<file path="config.mk">
export PLATFORM = sky130hd
export DESIGN_NAME = dispatch_top
export DESIGN_NICKNAME = d
export VERILOG_FILES = /design/src/dispatch_pkg.sv /design/src/instr_decoder.sv /design/src/reg_status_table.sv /design/src/dispatch_stage.sv /design/src/dispatch_top.sv
export SDC_FILE = /design/constraint.sdc
export NUM_CORES = 1
export LEC_CHECK = 0
export BUFFER_PORTS_ARGS = -buffer_cell sky130_fd_sc_hd__buf_4
export CORE_MARGIN = 3
export CORE_UTILIZATION = 60
export DETAILED_ROUTE_END_ITERATION = 16
export PLACE_DENSITY_LB_ADDON = 0.08
export REMOVE_ABC_BUFFERS = 1
export SLEW_MARGIN = 40
export SYNTH_ARGS = -nofsm -noshare
export SYNTH_HDL_FRONTEND = slang
export SYNTH_SLANG_ARGS = --single-unit
</file>
<file path="constraint.sdc">
create_clock -name CLK -period 2.85 [get_ports CLK]
set_input_delay 0.285 -clock CLK [delete_from_list [all_inputs] [get_ports CLK]]
set_output_delay 0.285 -clock CLK [all_outputs]
set_load 0.02 [all_outputs]
</file>
<file path="src/dispatch_pkg.sv">
`default_nettype none

package dispatch_pkg;

    // register file sizes
    parameter int S_REGS = 32;
    parameter int M_REGS = 16;

    // anything outside these major opcodes decodes as a no-op
    typedef enum logic [6:0] {
        OP_ALU    = 7'b0110011,
        OP_ALUI   = 7'b0010011,
        OP_LOAD   = 7'b0000011,
        OP_STORE  = 7'b0100011,
        OP_BRANCH = 7'b1100011,
        OP_MLOAD  = 7'b0000111,
        OP_MSTORE = 7'b0100111,
        OP_GEMM   = 7'b1110111
    } opcode_t;

    // scalar functional units
    typedef enum logic [1:0] {
        FU_ALU    = 2'd0,
        FU_LD_ST  = 2'd1,
        FU_BRANCH = 2'd2,
        FU_NONE_S = 2'd3
    } fu_s_t;

    // matrix functional units
    typedef enum logic [1:0] {
        FU_NONE_M  = 2'd0,
        FU_LD_ST_M = 2'd1,
        FU_GEMM    = 2'd2
    } fu_m_t;

    // dispatch_unit encoding seen by issue
    localparam logic [2:0] DU_ALU   = 3'd0;
    localparam logic [2:0] DU_LDST  = 3'd1;
    localparam logic [2:0] DU_BR    = 3'd2;
    localparam logic [2:0] DU_MLDST = 3'd3;
    localparam logic [2:0] DU_GEMM  = 3'd4;
    localparam logic [2:0] DU_NONE  = 3'd5;

    // scalar view of the instruction word
    typedef struct packed {
        logic [6:0] fill_hi; // funct7 slot
        logic [4:0] rs2;
        logic [4:0] rs1;
        logic [2:0] fill_lo; // funct3 slot
        logic [4:0] rd;
        opcode_t    opcode;
    } instr_s_t;

    // matrix view reads its opcode through .s
    typedef struct packed {
        logic [3:0]  rd;
        logic [3:0]  rs1;
        logic [3:0]  rs2;
        logic [3:0]  rs3;
        logic [15:0] imm;
    } instr_m_t;

    // one fetched word, two decodings
    typedef union packed {
        instr_s_t s;
        instr_m_t m;
    } instr_u;

endpackage

`default_nettype wire

</file>
<file path="src/instr_decoder.sv">
`timescale 1ns/1ps
`default_nettype none

module instr_decoder (
    input  dispatch_pkg::instr_u instr,
    output dispatch_pkg::fu_s_t  fu_s,
    output dispatch_pkg::fu_m_t  fu_m,
    output logic                 s_write,
    output logic                 m_write,
    output logic                 tag_load
);

    always_comb begin
        // default is a no-op
        fu_s    = dispatch_pkg::FU_NONE_S;
        fu_m    = dispatch_pkg::FU_NONE_M;
        s_write = 1'b0;
        m_write = 1'b0;

        case (instr.s.opcode)
            dispatch_pkg::OP_ALU: begin
                fu_s    = dispatch_pkg::FU_ALU;
                s_write = 1'b1;
            end
            dispatch_pkg::OP_ALUI: begin
                fu_s    = dispatch_pkg::FU_ALU;
                s_write = 1'b1;
            end
            dispatch_pkg::OP_LOAD: begin
                fu_s    = dispatch_pkg::FU_LD_ST;
                s_write = 1'b1;
            end
            dispatch_pkg::OP_STORE: begin
                fu_s = dispatch_pkg::FU_LD_ST; // address only
            end
            dispatch_pkg::OP_BRANCH: begin
                fu_s = dispatch_pkg::FU_BRANCH;
            end
            dispatch_pkg::OP_MLOAD: begin
                fu_m    = dispatch_pkg::FU_LD_ST_M;
                m_write = 1'b1;
            end
            dispatch_pkg::OP_MSTORE: begin
                fu_m = dispatch_pkg::FU_LD_ST_M;
            end
            dispatch_pkg::OP_GEMM: begin
                fu_m    = dispatch_pkg::FU_GEMM;
                m_write = 1'b1;
            end
            default: ;
        endcase
    end

    // tag is 1 for the load units and 0 for alu/gemm
    always_comb begin
        tag_load = (fu_s == dispatch_pkg::FU_LD_ST) |
                   (fu_m == dispatch_pkg::FU_LD_ST_M);
    end

endmodule

`default_nettype wire

</file>
<file path="src/reg_status_table.sv">
`timescale 1ns/1ps
`default_nettype none

module reg_status_table #(
    parameter int NREGS = dispatch_pkg::S_REGS
) (
    input  logic                     CLK,
    input  logic                     nRST,
    input  logic                     set_en,
    input  logic [$clog2(NREGS)-1:0] set_sel,
    input  logic                     set_tag,
    input  logic                     clr_en,
    input  logic [$clog2(NREGS)-1:0] clr_sel,
    output logic [NREGS-1:0]         busy,
    output logic [NREGS-1:0]         tag
);

    // one busy bit and one producer tag per register
    always_ff @(posedge CLK, negedge nRST) begin
        if (!nRST) begin
            busy <= '0;
            tag  <= '0;
        end else begin
            // writeback commit frees the entry
            if (clr_en) begin
                busy[clr_sel] <= 1'b0;
            end
            // dispatch set comes last so it wins a same-register collision
            if (set_en) begin
                busy[set_sel] <= 1'b1;
                tag[set_sel]  <= set_tag;
            end
        end
    end

    // writeback only commits registers that dispatch marked as in flight
    assert property (@(posedge CLK) disable iff (!nRST)
        clr_en |-> busy[clr_sel])
        else $error("writeback clear of idle register %0d", clr_sel);

endmodule

`default_nettype wire

</file>
<file path="src/dispatch_stage.sv">
`timescale 1ns/1ps
`default_nettype none

module dispatch_stage #(
    parameter int S_NREGS = dispatch_pkg::S_REGS,
    parameter int M_NREGS = dispatch_pkg::M_REGS
) (
    input  logic                       CLK,
    input  logic                       nRST,
    input  dispatch_pkg::instr_u       instr,
    input  logic                       ihit,
    input  logic                       freeze,
    input  logic                       flush,
    input  logic                       fu_alu_busy,
    input  logic                       fu_ldst_busy,
    input  logic                       fu_branch_busy,
    input  logic                       fu_mldst_busy,
    input  logic                       fu_gemm_busy,
    input  dispatch_pkg::fu_s_t        fu_s,
    input  dispatch_pkg::fu_m_t        fu_m,
    input  logic                       s_write,
    input  logic                       m_write,
    input  logic                       tag_load,
    input  logic [S_NREGS-1:0]         s_busy,
    input  logic [S_NREGS-1:0]         s_tag,
    input  logic [M_NREGS-1:0]         m_busy,
    input  logic [M_NREGS-1:0]         m_tag,
    output logic                       s_set_en,
    output logic [$clog2(S_NREGS)-1:0] s_set_sel,
    output logic                       s_set_tag,
    output logic                       m_set_en,
    output logic [$clog2(M_NREGS)-1:0] m_set_sel,
    output logic                       m_set_tag,
    output logic                       stall,
    output logic                       dispatch_valid,
    output logic [2:0]                 dispatch_unit,
    output logic [4:0]                 dispatch_rd,
    output logic [4:0]                 dispatch_rs1,
    output logic [4:0]                 dispatch_rs2,
    output logic [4:0]                 dispatch_rs3,
    output logic                       dispatch_p1,
    output logic                       dispatch_p2,
    output logic                       dispatch_p3,
    output logic                       dispatch_t1,
    output logic                       dispatch_t2,
    output logic                       dispatch_t3
);

    localparam int S_W = $clog2(S_NREGS);
    localparam int M_W = $clog2(M_NREGS);

    logic       struct_haz;
    logic       waw;
    logic       hazard;
    logic       accept;
    logic [2:0] n_unit;
    logic [4:0] n_rd, n_rs1, n_rs2, n_rs3;
    logic       n_p1, n_p2, n_p3;
    logic       n_t1, n_t2, n_t3;

    // busy level of whichever unit the opcode selected
    always_comb begin
        struct_haz = 1'b0;
        case (fu_s)
            dispatch_pkg::FU_ALU:    struct_haz = fu_alu_busy;
            dispatch_pkg::FU_LD_ST:  struct_haz = fu_ldst_busy;
            dispatch_pkg::FU_BRANCH: struct_haz = fu_branch_busy;
            default:                 struct_haz = 1'b0;
        endcase
        case (fu_m)
            dispatch_pkg::FU_LD_ST_M: struct_haz = struct_haz | fu_mldst_busy;
            dispatch_pkg::FU_GEMM:    struct_haz = struct_haz | fu_gemm_busy;
            default:                  struct_haz = struct_haz;
        endcase
    end

    // matrix writer checks the matrix table first
    assign waw = m_write ? m_busy[instr.m.rd] :
                 s_write ? s_busy[instr.s.rd] : 1'b0;

    assign hazard = struct_haz | waw;
    assign accept = ihit & ~hazard & ~freeze & ~flush;
    assign stall  = ihit & hazard & ~flush;

    // table sets only for instructions that move forward
    assign s_set_en  = accept & s_write;
    assign s_set_sel = S_W'(instr.s.rd);
    assign s_set_tag = tag_load;
    assign m_set_en  = accept & m_write;
    assign m_set_sel = M_W'(instr.m.rd);
    assign m_set_tag = tag_load;

    // next dispatch record with pending/tag taken before the edge
    always_comb begin
        n_unit = dispatch_pkg::DU_NONE;
        n_rd   = '0;
        n_rs1  = '0;
        n_rs2  = '0;
        n_rs3  = '0;
        n_p1   = 1'b0;
        n_p2   = 1'b0;
        n_p3   = 1'b0;
        n_t1   = 1'b0;
        n_t2   = 1'b0;
        n_t3   = 1'b0;

        if (fu_m == dispatch_pkg::FU_GEMM) begin
            n_unit = dispatch_pkg::DU_GEMM;
            n_rd   = {1'b0, instr.m.rd};
            n_rs1  = {1'b0, instr.m.rs1};
            n_rs2  = {1'b0, instr.m.rs2};
            n_rs3  = {1'b0, instr.m.rs3};
            n_p1   = m_busy[instr.m.rs1];
            n_p2   = m_busy[instr.m.rs2];
            n_p3   = m_busy[instr.m.rs3];
            n_t1   = m_tag[instr.m.rs1];
            n_t2   = m_tag[instr.m.rs2];
            n_t3   = m_tag[instr.m.rs3];
        end else if (fu_m == dispatch_pkg::FU_LD_ST_M) begin
            n_unit = dispatch_pkg::DU_MLDST;
            n_rd   = {1'b0, instr.m.rd};
            n_rs1  = instr.s.rs1; // scalar base address
            n_p1   = s_busy[instr.s.rs1];
            n_t1   = s_tag[instr.s.rs1];
        end else if (fu_s != dispatch_pkg::FU_NONE_S) begin
            case (fu_s)
                dispatch_pkg::FU_ALU:   n_unit = dispatch_pkg::DU_ALU;
                dispatch_pkg::FU_LD_ST: n_unit = dispatch_pkg::DU_LDST;
                default:                n_unit = dispatch_pkg::DU_BR;
            endcase
            n_rd  = instr.s.rd;
            n_rs1 = instr.s.rs1;
            n_rs2 = instr.s.rs2;
            n_p1  = s_busy[instr.s.rs1];
            n_p2  = s_busy[instr.s.rs2];
            n_t1  = s_tag[instr.s.rs1];
            n_t2  = s_tag[instr.s.rs2];
        end
    end

    always_ff @(posedge CLK, negedge nRST) begin
        if (!nRST) begin
            dispatch_valid <= 1'b0;
            dispatch_unit  <= dispatch_pkg::DU_NONE;
            dispatch_rd    <= '0;
            dispatch_rs1   <= '0;
            dispatch_rs2   <= '0;
            dispatch_rs3   <= '0;
            {dispatch_p1, dispatch_p2, dispatch_p3} <= '0;
            {dispatch_t1, dispatch_t2, dispatch_t3} <= '0;
        end else if (flush && ihit) begin
            dispatch_valid <= 1'b0;
            dispatch_unit  <= dispatch_pkg::DU_NONE;
            dispatch_rd    <= '0;
            dispatch_rs1   <= '0;
            dispatch_rs2   <= '0;
            dispatch_rs3   <= '0;
            {dispatch_p1, dispatch_p2, dispatch_p3} <= '0;
            {dispatch_t1, dispatch_t2, dispatch_t3} <= '0;
        end else if (freeze || hazard) begin
            dispatch_valid <= dispatch_valid; // keep presenting to issue
        end else if (ihit) begin
            dispatch_valid <= 1'b1;
            dispatch_unit  <= n_unit;
            dispatch_rd    <= n_rd;
            dispatch_rs1   <= n_rs1;
            dispatch_rs2   <= n_rs2;
            dispatch_rs3   <= n_rs3;
            {dispatch_p1, dispatch_p2, dispatch_p3} <= {n_p1, n_p2, n_p3};
            {dispatch_t1, dispatch_t2, dispatch_t3} <= {n_t1, n_t2, n_t3};
        end
    end

    // decoder never flags both register classes as written
    assert property (@(posedge CLK) disable iff (!nRST)
        !(s_set_en && m_set_en))
        else $error("scalar and matrix table set in the same cycle");

    // back-pressure never lets a new record through
    assert property (@(posedge CLK) disable iff (!nRST)
        freeze |=> !$rose(dispatch_valid))
        else $error("dispatch_valid rose under freeze");

endmodule

`default_nettype wire

</file>
<file path="src/dispatch_top.sv">
`timescale 1ns/1ps
`default_nettype none

module dispatch_top #(
    parameter int S_NREGS = dispatch_pkg::S_REGS,
    parameter int M_NREGS = dispatch_pkg::M_REGS
) (
    input  logic                       CLK,
    input  logic                       nRST,
    input  logic [31:0]                instr,
    input  logic                       ihit,
    input  logic                       freeze,
    input  logic                       flush,
    input  logic                       fu_alu_busy,
    input  logic                       fu_ldst_busy,
    input  logic                       fu_branch_busy,
    input  logic                       fu_mldst_busy,
    input  logic                       fu_gemm_busy,
    input  logic                       wb_s_en,
    input  logic [$clog2(S_NREGS)-1:0] wb_s_sel,
    input  logic                       wb_m_en,
    input  logic [$clog2(M_NREGS)-1:0] wb_m_sel,
    output logic                       stall,
    output logic                       dispatch_valid,
    output logic [2:0]                 dispatch_unit,
    output logic [4:0]                 dispatch_rd,
    output logic [4:0]                 dispatch_rs1,
    output logic [4:0]                 dispatch_rs2,
    output logic [4:0]                 dispatch_rs3,
    output logic                       dispatch_p1,
    output logic                       dispatch_p2,
    output logic                       dispatch_p3,
    output logic                       dispatch_t1,
    output logic                       dispatch_t2,
    output logic                       dispatch_t3
);

    dispatch_pkg::instr_u      instr_w;
    dispatch_pkg::fu_s_t       fu_s;
    dispatch_pkg::fu_m_t       fu_m;
    logic                      s_write, m_write, tag_load;
    logic [S_NREGS-1:0]        s_busy, s_tag;
    logic [M_NREGS-1:0]        m_busy, m_tag;
    logic                      s_set_en, s_set_tag;
    logic                      m_set_en, m_set_tag;
    logic [$clog2(S_NREGS)-1:0] s_set_sel;
    logic [$clog2(M_NREGS)-1:0] m_set_sel;

    assign instr_w = instr;

    instr_decoder dec (
        .instr    (instr_w),
        .fu_s     (fu_s),
        .fu_m     (fu_m),
        .s_write  (s_write),
        .m_write  (m_write),
        .tag_load (tag_load)
    );

    reg_status_table #(.NREGS(S_NREGS)) s_rst (
        .CLK     (CLK),
        .nRST    (nRST),
        .set_en  (s_set_en),
        .set_sel (s_set_sel),
        .set_tag (s_set_tag),
        .clr_en  (wb_s_en),
        .clr_sel (wb_s_sel),
        .busy    (s_busy),
        .tag     (s_tag)
    );

    reg_status_table #(.NREGS(M_NREGS)) m_rst (
        .CLK     (CLK),
        .nRST    (nRST),
        .set_en  (m_set_en),
        .set_sel (m_set_sel),
        .set_tag (m_set_tag),
        .clr_en  (wb_m_en),
        .clr_sel (wb_m_sel),
        .busy    (m_busy),
        .tag     (m_tag)
    );

    dispatch_stage #(.S_NREGS(S_NREGS), .M_NREGS(M_NREGS)) stage (
        .CLK            (CLK),
        .nRST           (nRST),
        .instr          (instr_w),
        .ihit           (ihit),
        .freeze         (freeze),
        .flush          (flush),
        .fu_alu_busy    (fu_alu_busy),
        .fu_ldst_busy   (fu_ldst_busy),
        .fu_branch_busy (fu_branch_busy),
        .fu_mldst_busy  (fu_mldst_busy),
        .fu_gemm_busy   (fu_gemm_busy),
        .fu_s           (fu_s),
        .fu_m           (fu_m),
        .s_write        (s_write),
        .m_write        (m_write),
        .tag_load       (tag_load),
        .s_busy         (s_busy),
        .s_tag          (s_tag),
        .m_busy         (m_busy),
        .m_tag          (m_tag),
        .s_set_en       (s_set_en),
        .s_set_sel      (s_set_sel),
        .s_set_tag      (s_set_tag),
        .m_set_en       (m_set_en),
        .m_set_sel      (m_set_sel),
        .m_set_tag      (m_set_tag),
        .stall          (stall),
        .dispatch_valid (dispatch_valid),
        .dispatch_unit  (dispatch_unit),
        .dispatch_rd    (dispatch_rd),
        .dispatch_rs1   (dispatch_rs1),
        .dispatch_rs2   (dispatch_rs2),
        .dispatch_rs3   (dispatch_rs3),
        .dispatch_p1    (dispatch_p1),
        .dispatch_p2    (dispatch_p2),
        .dispatch_p3    (dispatch_p3),
        .dispatch_t1    (dispatch_t1),
        .dispatch_t2    (dispatch_t2),
        .dispatch_t3    (dispatch_t3)
    );

endmodule

`default_nettype wire

</file>
After elaboration in Yosys (flattened, before gate mapping)
Index checks and enable logic that the tools add are counted.
- order comparisons: 13
- eq/ne operators: 14
- multiplexer cells: 110
- bitwise gates (word level): 20
- reductions and logical operators: 14
- operators with widths (operator ; number):
    two-way mux 5 bit ; 21
    two-way mux 32 bit ; 2
    two-way mux 1 bit ; 55
    AND 32 bit ; 1
    bitwise mux 32 bit ; 1
    two-way mux 16 bit ; 2
    inverter 32 bit ; 1
    OR 32 bit ; 1
    binary-select mux 1 bit (select 4 bit) ; 7
    binary-select mux 1 bit (select 5 bit) ; 5
    less-than comparator 4 x 5 -> 1 bit, second input constant ; 5
    less-than comparator 5 x 6 -> 1 bit, second input constant ; 4
    equality test 7 x 6 -> 1 bit, second input constant ; 3
    two-way mux 3 bit ; 6
    AND 16 bit ; 1
    bitwise mux 16 bit ; 1
    inverter 16 bit ; 1
    OR 16 bit ; 1
    equality test 7 bit, second input constant ; 2
    demux 1 bit (select 5 bit) ; 2
    >= comparator 5 x 1 -> 1 bit, second input constant ; 2
    demux 1 bit (select 4 bit) ; 2
    >= comparator 4 x 1 -> 1 bit, second input constant ; 2
    one-hot mux 2 bit (2 select lines) ; 2
    other kinds (21) ; 41
- register bits: 126
- input port bits: 53
- output and inout bits: 31
- logic and storage cells: 187

Logic depth before layout (Yosys ltp)
- depth in word-level cells: 14
- gate-level depth with buffers: 12
- mapped depth without buffers: 10

Modules after synthesis
Synthesis repeated with hierarchy kept, for this count alone.
- cell total of the unflattened synthesis: 663
- area total of the unflattened synthesis: 7862.5 um2
- modules (own cells, without submodules) (module ; instances ; cells an instance ; area an instance (um2) ; sequential area each (um2)):
    dispatch_stage ; 1 ; 306 ; 3778.6 ; 728.2
    reg_status_table at s_rst ; 1 ; 226 ; 2651.3 ; 1601.5
    reg_status_table at m_rst ; 1 ; 117 ; 1338.8 ; 800.8
    instr_decoder ; 1 ; 14 ; 93.8 ; 0.0

Worst setup path after synthesis
No wires, ideal clock.
- path type: input to register
- from: in instr[6]
- to: reg m_rst.tag[10]
- library setup time: 0.125 ns
- arrival: 2.564 ns
- data required time: 2.725 ns
- slack: 0.161 ns
- cell stages on the path: 12
- buffers on the path: 2
- cells stage by stage: buf_2 nand3_1 or2_2 inv_1 ha_1 mux2i_1 nor2_1 a41oi_1 nand3_1 buf_2 nor4_1 mux2_2
- word-level cells in the longest chain between the ends: 13
- elaborated cells between the ends (all ways): 36
- classes of those cells: eq/ne (12); mux (9); bitwise (9); reduce/logical (6)
- RTL lines (what ; line ; source):
    start: declaration ; dispatch_top.sv:10 ; input logic [31:0] instr,
    equality test 7 x 6 -> 1 bit (tied with other cells) ; instr_decoder.sv:20 ; case (instr.s.opcode)
    OR reduction 2 bit (no line) ; n/a ;
    one-hot mux 2 bit (3 select lines) ; instr_decoder.sv:20 ;
    equality test 2 bit (tied with other cells) ; dispatch_stage.sv:64 ; case (fu_s)
    one-hot mux 1 bit (3 select lines) ; dispatch_stage.sv:64 ;
    OR 1 bit, on equally long branches ; dispatch_stage.sv:72, dispatch_stage.sv:71 ;
    one-hot mux 1 bit (2 select lines) ; dispatch_stage.sv:70 ; case (fu_m)
    OR 1 bit ; dispatch_stage.sv:81 ; assign hazard = struct_haz | waw;
    inverter 1 bit ; dispatch_stage.sv:82 ; assign accept = ihit & ~hazard & ~freeze & ~flush;
    AND 1 bit (3 in a row) ; dispatch_stage.sv:82 ;
    AND 1 bit ; dispatch_stage.sv:89 ; assign m_set_en = accept & m_write;
    end signal: indexed assignment ; reg_status_table.sv:31 ; tag[set_sel] <= set_tag;
    end: declaration ; reg_status_table.sv:15 ; output logic [NREGS-1:0] tag
Several ways; a longest one is shown, not always the timed one.
A chain may end at the register's enable or synchronous reset.

Worst setup path after layout
- from: reg s_rst.busy[19]
- to: out stall
- word-level cells in the longest chain between the ends: 7
- RTL lines (what ; line ; source):
    start: declaration ; reg_status_table.sv:14 ; output logic [NREGS-1:0] busy,
    start signal: assignment ; reg_status_table.sv:21 ; busy <= '0;
    start signal: indexed assignment ; reg_status_table.sv:26 ; busy[clr_sel] <= 1'b0;
    start signal: indexed assignment ; reg_status_table.sv:30 ; busy[set_sel] <= 1'b1;
    binary-select mux 1 bit (select 5 bit) ; dispatch_stage.sv:79 ; s_write ? s_busy[instr.s.rd] : 1'b0;
    two-way mux 1 bit (implied by the code) ; dispatch_stage.sv:79 ;
    two-way mux 1 bit ; dispatch_stage.sv:79 ;
    two-way mux 1 bit ; dispatch_stage.sv:78 ; assign waw = m_write ? m_busy[instr.m.rd] :
    OR 1 bit ; dispatch_stage.sv:81 ;
    AND 1 bit (2 in a row) ; dispatch_stage.sv:83 ; assign stall = ihit & hazard & ~flush;
    end: declaration ; dispatch_top.sv:23 ; output logic stall,
Every way passes these cells. The select of a mux whose other input is x is not followed.

==> impl_results.html <==
<table>
<tr><th>Metric</th><th>Value</th></tr>
<tr><th colspan="2">Power</th></tr>
<tr><td>Power density of the placed cells</td><td>460 nW/um^2</td></tr>
<tr><td>Seq pwr share</td><td>0.396</td></tr>
<tr><td>Worst VDD drop</td><td>408 uV</td></tr>
<tr><td>Logic gate share of total power</td><td>0.105</td></tr>
<tr><td>Leakage Power</td><td>4.19 nW</td></tr>
<tr><td>Clock power frac</td><td>0.499</td></tr>
<tr><td>Reported net switching power</td><td>1.14 mW</td></tr>
<tr><td>Internal power</td><td>3.40 mW</td></tr>
<tr><td>Net switching fraction of the power</td><td>0.251</td></tr>
<tr><th colspan="2">Synthesis</th></tr>
<tr><td>Distinct cell type count after synthesis</td><td>57</td></tr>
<tr><td>Leading post-synthesis cells by instance count</td><td>123 x sky130_fd_sc_hd__dfrtp_1, 78 x sky130_fd_sc_hd__o21ai_0, 72 x sky130_fd_sc_hd__mux4_2</td></tr>
<tr><td>Mean instance size in the synthesized netlist</td><td>11.0 sq um</td></tr>
<tr><td>Seq/Total Area, Yosys</td><td>0.373</td></tr>
<tr><td>Number of instances in the synthesized netlist</td><td>761</td></tr>
<tr><td>Primary flip-flop cell chosen by synthesis mapping</td><td>sky130_fd_sc_hd__dfrtp_1</td></tr>
<tr><td>Number of enable-type register cells in the synthesized netlist</td><td>0</td></tr>
<tr><td>Ys Warns</td><td>0</td></tr>
<tr><td>FF+latch count, synth</td><td>125</td></tr>
<tr><td>Cells taking the most area after synthesis</td><td>sky130_fd_sc_hd__dfrtp_1 37%, sky130_fd_sc_hd__mux4_2 19%, sky130_fd_sc_hd__mux2_2 7.3%</td></tr>
<tr><td>Fraction of synthesis flops using an asynchronous set or reset pin</td><td>1.00</td></tr>
<tr><td>Leading area contributor after synthesis</td><td>sky130_fd_sc_hd__dfrtp_1</td></tr>
<tr><td>Most used standard cell by instance count after synthesis</td><td>sky130_fd_sc_hd__dfrtp_1</td></tr>
<tr><td>Share of the synthesized area in the top cell type</td><td>0.367</td></tr>
<tr><td>Post-synthesis cell area</td><td>8380 sq um</td></tr>
<tr><th colspan="2">Setup path</th></tr>
<tr><td>Capture point of the critical path</td><td>stall</td></tr>
<tr><td>Arrival @ worst endpoint</td><td>2500 ps</td></tr>
<tr><td>Combined buffer and inverter count along the critical path</td><td>2</td></tr>
<tr><td>Total stage count of the critical path</td><td>8</td></tr>
<tr><td>Delay of the slowest critical-path stage</td><td>510 ps</td></tr>
<tr><td>Dominant delay contributor by cell family on the critical path</td><td>multiplexers</td></tr>
<tr><td>Cell chain of the critical path</td><td>mux2i_1 &gt; o22ai_1 &gt; mux4_2 &gt; o31a_4 &gt; buf_12 &gt; nor2_2 &gt; nor2_1 &gt; buf_4</td></tr>
<tr><td>Startpoint type of the worst setup path</td><td>flop</td></tr>
<tr><td>Crit path from</td><td>s_rst.busy[19]</td></tr>
<tr><td>Start of the worst register-to-register path</td><td>s_rst.busy[19]</td></tr>
<tr><td>Worst-path cell with the longest stage delay</td><td>sky130_fd_sc_hd__mux4_2</td></tr>
<tr><td>Data required time at the worst endpoint</td><td>2570 ps</td></tr>
<tr><td>Largest fanout on the critical path</td><td>18</td></tr>
<tr><td>Reg2Reg Setup Slack</td><td>130 ps</td></tr>
<tr><td>Critical path class</td><td>reg2out</td></tr>
<tr><td>Worst reg2reg endpoint</td><td>stage.dispatch_rs1[1]</td></tr>
<tr><td>R2R depth</td><td>8</td></tr>
<tr><td>Crit end category</td><td>primary output</td></tr>
<tr><th colspan="2">Floorplanning</th></tr>
<tr><td>Die outline height</td><td>124 um</td></tr>
<tr><td>Horiz. Die Dim</td><td>124 um</td></tr>
<tr><td>Die area</td><td>15400 sq um</td></tr>
<tr><td>Core Footprint</td><td>13500 sq um</td></tr>
<tr><td>Core Rows</td><td>42</td></tr>
<tr><td>Initial Utilization</td><td>0.623</td></tr>
<tr><td>Boundary Pins</td><td>84</td></tr>
<tr><th colspan="2">Routing</th></tr>
<tr><td>First-pass DRT Iterations</td><td>8</td></tr>
<tr><td>Post-detailed-route wirelength per cell</td><td>25.9 um</td></tr>
<tr><td>Antenna Nets Post-Route</td><td>0</td></tr>
<tr><td>Vias after detailed routing</td><td>7396</td></tr>
<tr><td>First DRT Iteration DRCs</td><td>1047</td></tr>
<tr><td>Total Wirelength</td><td>26300 um</td></tr>
<tr><td>Average vias per placed instance</td><td>7.30</td></tr>
<tr><td>DRC violation count after routing</td><td>0</td></tr>
<tr><th colspan="2">Placed design</th></tr>
<tr><td>Number of cells in the design after placement</td><td>977</td></tr>
<tr><td>Setup slack after placement</td><td>-301 ps</td></tr>
<tr><td>Dpl hpwl</td><td>18000 um</td></tr>
<tr><td>Placed instance area</td><td>9190 sq um</td></tr>
<tr><td>Final GP Congestion</td><td>0.951</td></tr>
<tr><td>Port Buffer Count</td><td>79</td></tr>
<tr><th colspan="2">Global routing</th></tr>
<tr><td>Initial antenna violation count</td><td>0</td></tr>
<tr><td>Global Route Usage Sum</td><td>0.339</td></tr>
<tr><td>Number of global-route vias before repair</td><td>7334</td></tr>
<tr><td>Largest net degree at the start of global routing</td><td>59</td></tr>
<tr><td>First-pass GRT wire length</td><td>41100 um</td></tr>
<tr><td>Aggregate global routing overflow</td><td>0</td></tr>
<tr><th colspan="2">Clock network</th></tr>
<tr><td>Count of H-tree levels built during CTS</td><td>4</td></tr>
<tr><td>CTS Buf Count</td><td>17</td></tr>
<tr><td>Number of sinks on the clock net</td><td>125</td></tr>
<tr><td>CTS clock-pin slew for the worst setup and hold paths</td><td>60 ps</td></tr>
<tr><td>Clock insertion delay at the later pin of the skew report</td><td>420 ps</td></tr>
<tr><td>CTS tree</td><td>done</td></tr>
<tr><td>Clock buffer depth</td><td>2</td></tr>
<tr><td>Master cell of the clock root buffer</td><td>sky130_fd_sc_hd__clkbuf_16</td></tr>
<tr><th colspan="2">STA</th></tr>
<tr><td>Minimum clock period</td><td>2790 ps</td></tr>
<tr><td>Maximum operating frequency</td><td>0.359 GHz</td></tr>
<tr><td>Transition time at the pin with the least slew margin</td><td>850 ps</td></tr>
<tr><td>Worst clock skew</td><td>6.45 ps</td></tr>
<tr><td>Setup WS post-layout</td><td>61.6 ps</td></tr>
<tr><td>Setup Viol. Count Final</td><td>0</td></tr>
<tr><td>Period Utilization, post-route</td><td>0.978</td></tr>
<tr><td>Hold Fails Final Rpt</td><td>0</td></tr>
<tr><td>Number of max-slew violations in the final report</td><td>0</td></tr>
<tr><td>Worst slew margin</td><td>0.434</td></tr>
<tr><th colspan="2">Layout</th></tr>
<tr><td>Post-Layout Cell Count</td><td>1013</td></tr>
<tr><td>Share of post-route cells with drive strength above 1</td><td>0.344</td></tr>
<tr><td>Net count, final</td><td>879</td></tr>
<tr><td>Count of filler cells inserted in the layout</td><td>944</td></tr>
<tr><td>Design area</td><td>9870 sq um</td></tr>
<tr><td>Number of inserted diodes</td><td>0</td></tr>
<tr><td>Layout area overhead</td><td>17.8%</td></tr>
<tr><td>Final cell utilization of the core</td><td>0.734</td></tr>
<tr><th colspan="2">Min path</th></tr>
<tr><td>Worst min-delay path category</td><td>in2reg</td></tr>
<tr><th colspan="2">Status</th></tr>
<tr><td>Status</td><td>completed</td></tr>
<tr><th colspan="2">Job</th></tr>
<tr><td>Max-cap viol count</td><td>0</td></tr>
</table>
worst reg2reg max path, delay by kind of cell, from the launching register on:
family / cells / cell delay, ps
AOI/OAI and AO/OA: 3 / 830
buffers and inverters: 2 / 380
DFF: 1 / 400
muxes: 2 / 750
and+or+nand+nor: 1 / 230
final cells by class:
class	instances	area (sq um)	area share
clock buffer	22	474	0.0480
sequential	125	3130	0.317
timing repair buffer	116	953	0.0966
tap	176	220	0.0223
multi-input combinational	547	4900	0.496
clock inverter	10	136	0.0138
inverter	17	63.8	0.00646
power groups by stage:
stage | combinational, mW | clock (mW) | sequential, mW
after floorplan | 0.164 | 0 | 1.83
after global placement | 0.447 | 0 | 1.83
after detailed placement | 0.462 | 0 | 1.83
after CTS | 0.466 | 2.26 | 1.80
after global routing | 0.505 | 2.35 | 1.80
final | 0.476 | 2.26 | 1.80
cell families after synthesis:
kind of cell,synth area share
buffers and inverters,0.0479
muxes,0.293
adders and majority gates,0.00298
other,0.000447
DFF,0.373
AOI/OAI and AO/OA,0.135
and+or+nand+nor,0.148
through the flow:
step / hold WS, ps / TNS (ps) / power (mW)
final: 162 / 0 / 4.54
after global routing: 170 / -8.25 / 4.66
after CTS: 149 / 0 / 4.53
after detailed placement: 276 / -15250 / 2.29
after global placement: 265 / -6580 / 2.27
after floorplan: -10.6 / -154770 / 2.00
flip-flops by register name, indices dropped and copies added (netlist names):
register	count
stage.dispatch_p1	1
stage.dispatch_unit	3
stage.dispatch_p3	1
stage.dispatch_rd	5
stage.dispatch_rs3	4
stage.dispatch_rs2	5
stage.dispatch_valid	1
m_rst.tag	16
stage.dispatch_p2	1
stage.dispatch_rs1	5
stage.dispatch_t2	1
m_rst.busy	16
s_rst.tag	32
stage.dispatch_t1	1
stage.dispatch_t3	1
s_rst.busy	32
layout by cell type, fill, tap and decap left out, types with 18 or more instances in the layout:
cell type | synthesis | layout
sky130_fd_sc_hd__mux2i_1 | 19 | 18
sky130_fd_sc_hd__dfrtp_1 | 123 | 123
sky130_fd_sc_hd__clkbuf_16 | 0 | 18
sky130_fd_sc_hd__o21ai_0 | 78 | 78
sky130_fd_sc_hd__nor2b_1 | 19 | 19
sky130_fd_sc_hd__nor3_1 | 50 | 49
sky130_fd_sc_hd__buf_4 | 1 | 109
sky130_fd_sc_hd__mux4_2 | 72 | 72
sky130_fd_sc_hd__nand2_1 | 29 | 29
sky130_fd_sc_hd__nand3_1 | 45 | 45
sky130_fd_sc_hd__nor4_1 | 18 | 18
sky130_fd_sc_hd__mux2_2 | 54 | 54
metal layers:
metal,global-route usage,vias up,wire [um]
met5,0,-,0
met4,0.158,0,1080
li1,-,3121,-
met1,0.446,3624,9800
met3,0.0829,88,2770
met2,0.534,563,12600
worst min path at each step:
stage	from	to	cells past startpoint
2_1_floorplan	nRST	m_rst.busy[0]	0
3_3_place_gp	nRST	m_rst.busy[0]	1
3_5_place_dp	nRST	m_rst.busy[4]	1
4_1_cts	wb_m_sel[0]	m_rst.busy[8]	3
5_1_grt	wb_m_sel[0]	m_rst.busy[8]	3
6_report	wb_m_sel[0]	m_rst.busy[8]	3
what timing repair did:
item                                    CTS  global route
endpoints found under the setup margin    1             5
hold endpoints to repair                 35             0
pin swaps                                 0             1
resized for setup                         1             4
hold buffers                              1             0
gates cloned                              0             1
setup buffers                             1             1
(Power assumes the default switching activity.)
